<file path="config.mk">
export PLATFORM = sky130hd
export DESIGN_NAME = dtim
export DESIGN_NICKNAME = d
export VERILOG_FILES = /design/src/rtl/dtim_pkg.sv /design/src/rtl/dtim.sv /design/src/rtl/dtim_ctrl.sv /design/src/rtl/dtim_ram.sv
export SDC_FILE = /design/constraint.sdc
export NUM_CORES = 2
export LEC_CHECK = 0
export BUFFER_PORTS_ARGS = -buffer_cell sky130_fd_sc_hd__buf_2
export CELL_PAD_IN_SITES_DETAIL_PLACEMENT = 0
export CELL_PAD_IN_SITES_GLOBAL_PLACEMENT = 1
export CORE_ASPECT_RATIO = 0.75
export CORE_MARGIN = 1
export CORE_UTILIZATION = 50
export DETAILED_ROUTE_END_ITERATION = 8
export PLACE_DENSITY = 0.74
export SYNTH_ARGS = -nofsm -noshare
export SYNTH_HDL_FRONTEND = slang
export SYNTH_HIERARCHICAL = 1
export SYNTH_SLANG_ARGS = --single-unit
</file>
<file path="constraint.sdc">
create_clock -name clock -period 5.8 [get_ports clock]
set_input_delay 1.16 -clock clock [delete_from_list [all_inputs] [get_ports clock]]
set_output_delay 1.16 -clock clock [all_outputs]
set_load 0.03 [all_outputs]
</file>
<file path="src/rtl/dtim_pkg.sv">
`default_nettype none

package dtim_pkg;

  // ~~~~~~~~~~~~~~~~~~~~~~~~~~~~~~~~~~~~~~~~~~~~~~~~
  // geometry
  // ~~~~~~~~~~~~~~~~~~~~~~~~~~~~~~~~~~~~~~~~~~~~~~~~
  localparam int dtim_depth = 64;                  // entries, one word each
  localparam int index_bits = $clog2(dtim_depth);
  localparam int tag_bits   = 30 - index_bits;     // above index and byte offset

  // cached window from base up to but not including top
  // four tags per index fit inside it
  localparam logic [31:0] dtim_base_addr = 32'h0000_1000;
  localparam logic [31:0] dtim_top_addr  = dtim_base_addr + 4 * dtim_depth * 4;

  // ~~~~~~~~~~~~~~~~~~~~~~~~~~~~~~~~~~~~~~~~~~~~~~~~
  // payload types
  // ~~~~~~~~~~~~~~~~~~~~~~~~~~~~~~~~~~~~~~~~~~~~~~~~
  typedef logic [31:0] word_t;

  typedef struct packed {
    logic                lock;   // entry holds a word
    logic                dirty;  // word differs from backing memory
    logic [tag_bits-1:0] tag;
  } tag_entry_t;

endpackage

`default_nettype wire

</file>
<file path="src/rtl/dtim.sv">
`default_nettype none

module dtim (
  input  wire                  clock,
  input  wire                  reset,
  // processor side
  input  wire                  mem_valid,
  input  wire                  mem_fence,
  input  wire [31:0]           mem_addr,
  input  wire dtim_pkg::word_t mem_wdata,
  input  wire [3:0]            mem_wstrb,
  output dtim_pkg::word_t      mem_rdata,
  output logic                 mem_ready,
  // backing side
  output logic                 dmem_valid,
  output logic [31:0]          dmem_addr,
  output dtim_pkg::word_t      dmem_wdata,
  output logic [3:0]           dmem_wstrb,
  input  wire dtim_pkg::word_t dmem_rdata,
  input  wire                  dmem_ready
);

  import dtim_pkg::*;

  logic [index_bits-1:0] tag_raddr;
  tag_entry_t            tag_rdata;
  logic                  tag_wen;
  logic [index_bits-1:0] tag_waddr;
  tag_entry_t            tag_wdata;

  logic [index_bits-1:0] data_raddr;
  word_t                 data_rdata;
  logic                  data_wen;
  logic [index_bits-1:0] data_waddr;
  word_t                 data_wdata;

  // ~~~~~~~~~~~~~~~~~~~~~~~~~~~~~~~~~~~~~~~~~~~~~~~~
  // tag and word storage side by side
  // ~~~~~~~~~~~~~~~~~~~~~~~~~~~~~~~~~~~~~~~~~~~~~~~~
  dtim_ram #(
    .payload_t (tag_entry_t)
  ) tag_store (
    .clock (clock),
    .raddr (tag_raddr),
    .rdata (tag_rdata),
    .wen   (tag_wen),
    .waddr (tag_waddr),
    .wdata (tag_wdata)
  );

  dtim_ram #(
    .payload_t (word_t)
  ) data_store (
    .clock (clock),
    .raddr (data_raddr),
    .rdata (data_rdata),
    .wen   (data_wen),
    .waddr (data_waddr),
    .wdata (data_wdata)
  );

  dtim_ctrl ctrl (
    .clock      (clock),
    .reset      (reset),
    .mem_valid  (mem_valid),
    .mem_fence  (mem_fence),
    .mem_addr   (mem_addr),
    .mem_wdata  (mem_wdata),
    .mem_wstrb  (mem_wstrb),
    .mem_rdata  (mem_rdata),
    .mem_ready  (mem_ready),
    .tag_raddr  (tag_raddr),
    .tag_rdata  (tag_rdata),
    .tag_wen    (tag_wen),
    .tag_waddr  (tag_waddr),
    .tag_wdata  (tag_wdata),
    .data_raddr (data_raddr),
    .data_rdata (data_rdata),
    .data_wen   (data_wen),
    .data_waddr (data_waddr),
    .data_wdata (data_wdata),
    .dmem_valid (dmem_valid),
    .dmem_addr  (dmem_addr),
    .dmem_wdata (dmem_wdata),
    .dmem_wstrb (dmem_wstrb),
    .dmem_rdata (dmem_rdata),
    .dmem_ready (dmem_ready)
  );

endmodule

`default_nettype wire

</file>
<file path="src/rtl/dtim_ctrl.sv">
`default_nettype none

module dtim_ctrl (
  input  wire                             clock,
  input  wire                             reset,
  // processor side
  input  wire                             mem_valid,
  input  wire                             mem_fence,
  input  wire [31:0]                      mem_addr,
  input  wire dtim_pkg::word_t            mem_wdata,
  input  wire [3:0]                       mem_wstrb,
  output dtim_pkg::word_t                 mem_rdata,
  output logic                            mem_ready,
  // tag store
  output logic [dtim_pkg::index_bits-1:0] tag_raddr,
  input  wire dtim_pkg::tag_entry_t       tag_rdata,
  output logic                            tag_wen,
  output logic [dtim_pkg::index_bits-1:0] tag_waddr,
  output dtim_pkg::tag_entry_t            tag_wdata,
  // data store
  output logic [dtim_pkg::index_bits-1:0] data_raddr,
  input  wire dtim_pkg::word_t            data_rdata,
  output logic                            data_wen,
  output logic [dtim_pkg::index_bits-1:0] data_waddr,
  output dtim_pkg::word_t                 data_wdata,
  // backing side
  output logic                            dmem_valid,
  output logic [31:0]                     dmem_addr,
  output dtim_pkg::word_t                 dmem_wdata,
  output logic [3:0]                      dmem_wstrb,
  input  wire dtim_pkg::word_t            dmem_rdata,
  input  wire                             dmem_ready
);

  import dtim_pkg::*;

  typedef enum logic [1:0] {
    st_hit,
    st_miss,
    st_bypass,
    st_fence
  } state_t;

  // ~~~~~~~~~~~~~~~~~~~~~~~~~~~~~~~~~~~~~~~~~~~~~~~~
  // front register
  // ~~~~~~~~~~~~~~~~~~~~~~~~~~~~~~~~~~~~~~~~~~~~~~~~
  logic                  f_valid;
  logic                  f_fence;
  logic                  f_store;
  logic [31:0]           f_addr;
  logic [tag_bits-1:0]   f_tag;
  logic [index_bits-1:0] f_index;
  word_t                 f_data;
  logic [3:0]            f_strb;

  always_ff @(posedge clock) begin
    if (!reset) begin
      f_valid <= 1'b0;
    end else begin
      f_valid <= mem_valid;  // one cycle pulse
    end
  end

  // held for miss and bypass until the next request
  always_ff @(posedge clock) begin
    if (mem_valid) begin
      f_fence <= mem_fence;
      f_store <= |mem_wstrb;
      f_addr  <= {mem_addr[31:2], 2'b00};
      f_tag   <= mem_addr[31:index_bits+2];
      f_index <= mem_addr[index_bits+1:2];
      f_data  <= mem_wdata;
      f_strb  <= mem_wstrb;
    end
  end

  // ~~~~~~~~~~~~~~~~~~~~~~~~~~~~~~~~~~~~~~~~~~~~~~~~
  // back machine
  // ~~~~~~~~~~~~~~~~~~~~~~~~~~~~~~~~~~~~~~~~~~~~~~~~
  state_t                state_q;
  state_t                state_d;
  logic [index_bits-1:0] fence_idx_q;
  logic [index_bits-1:0] fence_idx_d;
  logic                  wb_pending_q;  // fence write-back in flight
  logic                  wb_pending_d;
  logic                  fence_read;
  logic                  in_window;
  logic                  tag_match;
  logic [index_bits-1:0] read_idx;

  function automatic word_t merge_bytes(word_t old_word, word_t new_word, logic [3:0] strb);
    word_t result;
    result = old_word;
    for (int b = 0; b < 4; b++) begin
      if (strb[b]) begin
        result[8*b +: 8] = new_word[8*b +: 8];
      end
    end
    return result;
  endfunction

  assign in_window = (f_addr >= dtim_base_addr) && (f_addr < dtim_top_addr);
  assign tag_match = tag_rdata.lock && (tag_rdata.tag == f_tag);

  always_comb begin
    state_d      = state_q;
    fence_idx_d  = fence_idx_q;
    wb_pending_d = wb_pending_q;
    fence_read   = 1'b0;
    mem_ready    = 1'b0;
    mem_rdata    = '0;
    tag_wen      = 1'b0;
    tag_waddr    = f_index;
    tag_wdata    = '0;
    data_wen     = 1'b0;
    data_waddr   = f_index;
    data_wdata   = '0;
    dmem_valid   = 1'b0;
    dmem_addr    = f_addr;
    dmem_wdata   = '0;
    dmem_wstrb   = '0;

    case (state_q)
      st_hit: begin
        if (f_valid) begin
          if (f_fence) begin
            state_d      = st_fence;
            fence_idx_d  = '0;
            wb_pending_d = 1'b0;
            fence_read   = 1'b1;  // start the walk at entry zero
          end else if (!in_window || (tag_rdata.lock && !tag_match)) begin
            state_d    = st_bypass;
            dmem_valid = 1'b1;
            dmem_wdata = f_store ? f_data : '0;
            dmem_wstrb = f_strb;
          end else if (!tag_rdata.lock) begin
            state_d    = st_miss;
            dmem_valid = 1'b1;  // fetch now and merge store bytes later
          end else begin
            mem_ready = 1'b1;
            if (f_store) begin
              tag_wen         = 1'b1;
              tag_wdata.lock  = 1'b1;
              tag_wdata.dirty = 1'b1;
              tag_wdata.tag   = f_tag;
              data_wen        = 1'b1;
              data_wdata      = merge_bytes(data_rdata, f_data, f_strb);
            end else begin
              mem_rdata = data_rdata;
            end
          end
        end
      end

      st_miss: begin
        if (dmem_ready) begin
          state_d         = st_hit;
          mem_ready       = 1'b1;
          mem_rdata       = dmem_rdata;
          tag_wen         = 1'b1;
          tag_wdata.lock  = 1'b1;
          tag_wdata.dirty = f_store;
          tag_wdata.tag   = f_tag;
          data_wen        = 1'b1;
          data_wdata      = merge_bytes(dmem_rdata, f_data, f_strb);
        end
      end

      st_bypass: begin
        if (dmem_ready) begin
          state_d   = st_hit;
          mem_ready = 1'b1;
          mem_rdata = dmem_rdata;
        end
      end

      st_fence: begin
        fence_read = 1'b1;
        tag_waddr  = fence_idx_q;
        data_waddr = fence_idx_q;
        if (!wb_pending_q && tag_rdata.lock && tag_rdata.dirty) begin
          wb_pending_d = 1'b1;
          dmem_valid   = 1'b1;
          dmem_addr    = {tag_rdata.tag, fence_idx_q, 2'b00};
          dmem_wdata   = data_rdata;
          dmem_wstrb   = 4'hf;
        end else if (!wb_pending_q || dmem_ready) begin
          // clear the entry behind and step on
          wb_pending_d = 1'b0;
          tag_wen      = 1'b1;
          data_wen     = 1'b1;
          if (fence_idx_q == index_bits'(dtim_depth - 1)) begin
            state_d   = st_hit;
            mem_ready = 1'b1;
          end else begin
            fence_idx_d = fence_idx_q + 1'b1;
          end
        end
      end

      default: begin
        state_d = st_hit;
      end
    endcase
  end

  // stores answer on the next cycle
  assign read_idx   = fence_read ? fence_idx_d : mem_addr[index_bits+1:2];
  assign tag_raddr  = read_idx;
  assign data_raddr = read_idx;

  always_ff @(posedge clock) begin
    if (!reset) begin
      state_q      <= st_hit;
      fence_idx_q  <= '0;
      wb_pending_q <= 1'b0;
    end else begin
      state_q      <= state_d;
      fence_idx_q  <= fence_idx_d;
      wb_pending_q <= wb_pending_d;
    end
  end

endmodule

`default_nettype wire

</file>
<file path="src/rtl/dtim_ram.sv">
`default_nettype none

module dtim_ram #(
  parameter type payload_t = dtim_pkg::word_t
) (
  input  wire                             clock,
  input  wire [dtim_pkg::index_bits-1:0]  raddr,
  output payload_t                        rdata,
  input  wire                             wen,
  input  wire [dtim_pkg::index_bits-1:0]  waddr,
  input  wire payload_t                   wdata
);

  import dtim_pkg::*;

  payload_t ram [0:dtim_depth-1] = '{default: '0};

  logic [index_bits-1:0] raddr_q = '0;  // registered read address

  always_ff @(posedge clock) begin
    raddr_q <= raddr;
    if (wen) begin
      ram[waddr] <= wdata;
    end
  end

  // data follows the address by one cycle
  assign rdata = ram[raddr_q];

endmodule

`default_nettype wire

</file>
* After elaboration in Yosys (flattened, before gate mapping)
Memories as Yosys holds them, arrays and structs flattened. A register that Yosys moved wholly into a read port is not among the register bits.
Cells that the tools add are included.
** Storage, ports and cells
- Register bits :: 108
- Bits in writable memories :: 3712
- Input bits :: 105
- Output and inout port bits :: 102
- Word-level logic and storage cells :: 137
- Memories :: 2
** Operators by class
- Add/subtract/negate cells :: 1
- Magnitude comparators :: 2
- Equal/unequal tests :: 13
- Mux-type cells :: 92
- Reduce and logical (&&, ||, !) cells :: 16
** Memory list
- data_store.ram :: depth 64, width 32, read ports 1, clocked after memory_dff 1, wr ports 1, RTL line dtim_ram.sv:16 : payload_t ram [0:dtim_depth-1] = '{default: '0};
- tag_store.ram :: depth 64, width 26, read ports 1, clocked after memory_dff 1, wr ports 1, RTL line dtim_ram.sv:16
** Operator list (number)
- 32-bit 2-to-1 mux :: 19
- 32-bit case mux with 2 select lines :: 3
- 26-bit 2-to-1 mux :: 6
- 8-bit 2-to-1 mux :: 8
- 26-bit case mux with 2 select lines :: 1
- 6-bit 2-to-1 mux :: 7
- 32-bit by 13-bit greater-or-equal comparator with 1-bit output (second input constant) :: 1
- 32-bit by 13-bit < comparator with 1-bit output (second input constant) :: 1
- 1-bit 2-to-1 mux :: 28
- 24-bit == test :: 1
- 2-bit 2-to-1 mux :: 8
- 4-bit 2-to-1 mux :: 4
- 6-bit case mux with 2 select lines :: 1
- 2-bit by 1-bit != test with 1-bit output (second input constant) :: 5
- 4-bit case mux with 2 select lines :: 1
- 6-bit by 1-bit adder with 6-bit output (second input constant) :: 1
- 6-bit == test (second input constant) :: 1
- 1-bit case mux with 2 select lines :: 3
- 1-bit case mux with 3 select lines :: 2
- 2-bit case mux with 3 select lines :: 1
- 6-bit AND reduction :: 1
- 1-bit logical AND :: 5
- 2-bit == test (second input constant) :: 2
- 4-bit != test (second input constant) :: 1
- 10 further kinds :: 13

* Logic depth before layout (Yosys ltp)
- Depth in word-level cells :: 11
- Depth in mapped cells :: 23
- Gate-level depth less buffers :: 14

* Hierarchy
The synthesis kept the hierarchy.
** By module, submodules not included
- dtim_ram (data_store) :: instances 1, cells an instance 3485, area each 78519.1 um^2, sequential area each 61619.1 um^2
- dtim_ram (tag_store) :: instances 1, cells an instance 2821, area each 63782.4 um^2, sequential area each 50088.0 um^2
- dtim_ctrl :: instances 1, cells an instance 561, area each 5681.7 um^2, sequential area each 2242.2 um^2

* Worst setup path before layout
No wires, ideal clock.
- Kind :: reg-to-reg
- From :: reg with a tool-made name
- To :: mem tag_store/ram[48][0] (netlist name), enable pin
- Setup time :: 0.442 ns
- Arrival time :: 5.821 ns
- Required time :: 5.358 ns
- Slack :: -0.463 ns
- Cell stages (with the launch flop) :: 20
- Path buffers :: 6
- Clock period less this slack :: 6.263 ns
- Cells stage by stage :: dfxtp_1 -> buf_2 -> buf_2 -> clkbuf_1 -> mux4_2 -> mux4_2 -> o22ai_1 -> a211oi_1 -> xor2_1 -> nor4_1 -> nand4_1 -> nor4_4 -> nor2_2 -> buf_6 -> buf_6 -> a21oi_1 -> buf_4 -> nor2b_1 -> nand4b_1 -> nor3_1
** RTL lines (RTL line)
- end: declaration :: dtim_ram.sv:16

==> results_dict.tcl <==
set metrics [dict create \
    synth.area.top_cells "edfxtp_1, mux4_2, mux2i_1" \
    fmax_mhz 156 \
    viasPerCell 6.47 \
    clk_pin_slew_worst_paths_ns 0.06 \
    grt_first_pass_wirelength_um 578000 \
    antenna_found_initial 35 \
    syn_inst 6867 \
    cts_tree "yes" \
    end_kind "output port" \
    async_reset_ff_frac 0 \
    ios 207 \
    holdWs_ns 0.418 \
    syn_area_per_cell_um2 21.5 \
    grt.total_usage 0.278 \
    grt_setup_unrepaired "yes" \
    power.total_mw 57.9 \
    tns_ns -45.10 \
    clockRootBuffer "clkbuf_16" \
    netlist.area_leader.share 0.767 \
    grt_pass1_vias 74975 \
    cp.arrival_ns 5.23 \
    finClkSkew_ns 0.0925 \
    maxSlewViolCount 0 \
    crit_slowest_cell "mux4_2" \
    place_ws_ns -0.213 \
    dieArea_mm2 0.298 \
    drt-pass1-iter-count 6 \
    fill_cells 20408 \
    hpwl_um 264000 \
    grt_max_degree 65 \
    ys.warnings.count 6 \
    violations "setup timing" \
    rows 172 \
    crit_top_cell "buf_12" \
    clk_latency_ns 0.94 \
    hold_path.class "input port to flop" \
    htree_levels 5 \
    powerDensity_mw_per_mm2 330 \
    drtAntennaViolNets 0 \
    gp_congestion 0.925 \
    ff_latch_area_mm2 0.114 \
    path_buf_inv 8 \
    grt-ovfl-total 0 \
    fin_crit_sh 1.10 \
    crit_chain "buf_12, buf_16, buf_16, mux4_2, mux2i_2, a21o_4, o31ai_1, buf_4, and3_1, xor2_1, nor4_1, nand4_1, buf_4, nor2_4, o2bb2ai_4, buf_12, buf_12, a32o_1, buf_2" \
    wirelength_um 417000 \
    ys_seq_elements 3802 \
    required_ns 4.64 \
    clock_path_buffers 4 \
    yosys.area.top_type "edfxtp_1" \
    hold_viol 0 \
    die_y_um 473 \
    fin_cells 12016 \
    dp_cells 11300 \
    multi_input_area_mm2 0.0332 \
    crit_type "flop to output port" \
    fin_ws_ns -0.593 \
    seq_area_frac_synth 0.770 \
    vdd_drop_max_mv 0.250 \
    drv_cap 0 \
    max_stage_delay_ns 0.52 \
    ys_types 68 \
    numCtsBuffers 365 \
    num_vias 77757 \
    final-setup-viol-count 100 \
    critPathMaxFanout 13 \
    die_x_um 630 \
    layout_common_cells "edfxtp_1, mux4_2, buf_4" \
    syn_area_mm2 0.148 \
    drc 0 \
    relSlewSlack 0.177 \
    cp_top_family "buffers and inverters" \
    start_util 0.504 \
    core_mm2 0.294 \
    drt-initial-drc-count 12211 \
    port_buffers 202 \
    layout-drive-gt1-share 0.326 \
    fin_crit_ns 6.39 \
    tightest_slew_ns 1.22 \
    leakage_nw 54.9 \
    nets 7916 \
    status "finished with violations" \
    routedWlPerCell_um 34.7 \
    cp-start-kind "flop" \
    clock-sinks 3802 \
    area_growth_pct 18.5 \
    synth-main-ff-cell "edfxtp_1" \
    layout_commonest_cell "edfxtp_1" \
    synth_edf_count 3780 \
]
[worst paths after layout]
kind	from	end	slack (ns)	cells after the start
max	flop	dmem_wdata[16]	-0.59	19
min	mem_wdata[24]	ctrl/f_data[24]$_DFFE_PP_	0.42	1
max reg2reg	flop	data_store/ram[0][11]$_DFFE_PP_	0.01	21
min reg2reg	ctrl/fence_idx_q[5]$_SDFF_PN0_	ctrl/fence_idx_q[5]$_SDFF_PN0_	0.59	2
[through the flow]
step / area [µm²] / utilization
CTS: 175000 / 0.596
finish: 175000 / 0.597
detailed placement: 162000 / 0.553
global route: 175000 / 0.597
global placement: 162000 / 0.553
floorplan: 148000 / -
[per-layer routing]
layer,wire length (µm),global-route usage,part of all wire,up-vias
li1,-,-,-,30994
met1,166000,0.415,0.40,41148
met2,179000,0.391,0.43,5005
met3,53800,0.0770,0.13,602
met4,18000,0.107,0.043,8
met5,54,0,0.00013,-
[power by group]
part | total [mW] | leakage, nW | switching (mW) | internal [mW]
sequential | 30.1 | 33.1 | 0.137 | 30.0
combinational | 4.77 | 16.2 | 2.87 | 1.90
clock | 23.0 | 5.52 | 10.1 | 12.9
total | 57.9 | 54.9 | 13.1 | 44.8
[cells in the mapped netlist, types with 13 or more instances]
master    count
edfxtp_1   3780
mux4_2      808
mux2i_1     419
a22oi_1     274
nor2_1      224
clkbuf_1    165
buf_2       117
o22ai_1     103
nand2_1      84
o21ai_0      68
a31oi_1      67
buf_4        62
nand3_1      57
nor2b_1      49
buf_6        46
mux2_2       41
a21oi_1      34
a211oi_1     32
a32o_1       32
o22ai_2      28
buf_1        25
and3_1       24
xor2_1       24
dfxtp_1      22
a21o_1       21
nand2b_1     17
o221ai_1     17
o31ai_1      17
and2_1       15
o211ai_1     15
inv_1        13
nor3_1       13
[registers in the layout (all words and copies together) (netlist names), named ones only]
name	count
ctrl/f_store	1
ctrl/state_q	2
ctrl/wb_pending_q	1
ctrl/f_tag	24
ctrl/fence_idx_q	6
tag_store/ram	1664
ctrl/f_data	32
data_store/ram	2048
ctrl/f_valid	1
ctrl/f_addr	1
ctrl/f_fence	1
ctrl/f_strb	4
ctrl/f_index	5
[worst reg2reg max path: cells and delay by family (launching register included)]
family / cells / cell delay (ns)
mux: 2 / 0.79
simple gates: 7 / 1.95
compound gates: 3 / 0.68
buf+inv: 8 / 1.43
xor+xnor: 1 / 0.19
flops: 1 / 0.42
[final cells by class]
type | count | share of cell area
Clock buffer | 447 | 0.0548
Multi-Input combinational cell | 2624 | 0.190
Tap cell | 3915 | 0.0279
Antenna cell | 18 | 0.000257
Sequential cell | 3802 | 0.650
Inverter | 13 | 0.000278
Timing Repair Buffer | 999 | 0.0671
Clock inverter | 198 | 0.00984
[logic make-up after synthesis]
family / share of synthesized area
AOI/OAI and AO/OA: 0.0385
xor gates and xnor gates: 0.00142
adders and majority gates: 0.000507
buffers and inverters: 0.0172
DFF: 0.770
muxes: 0.154
other: 0.0000253
and+or+nand+nor: 0.0179
[repair_timing]
action,in CTS,in global routing
resized for setup,128,42
setup buffers,32,10
cloned,11,2
setup endpoints to repair,1601,2426
pin swaps,19,5
hold buffers,0,0
(Power assumes the default switching activity.)
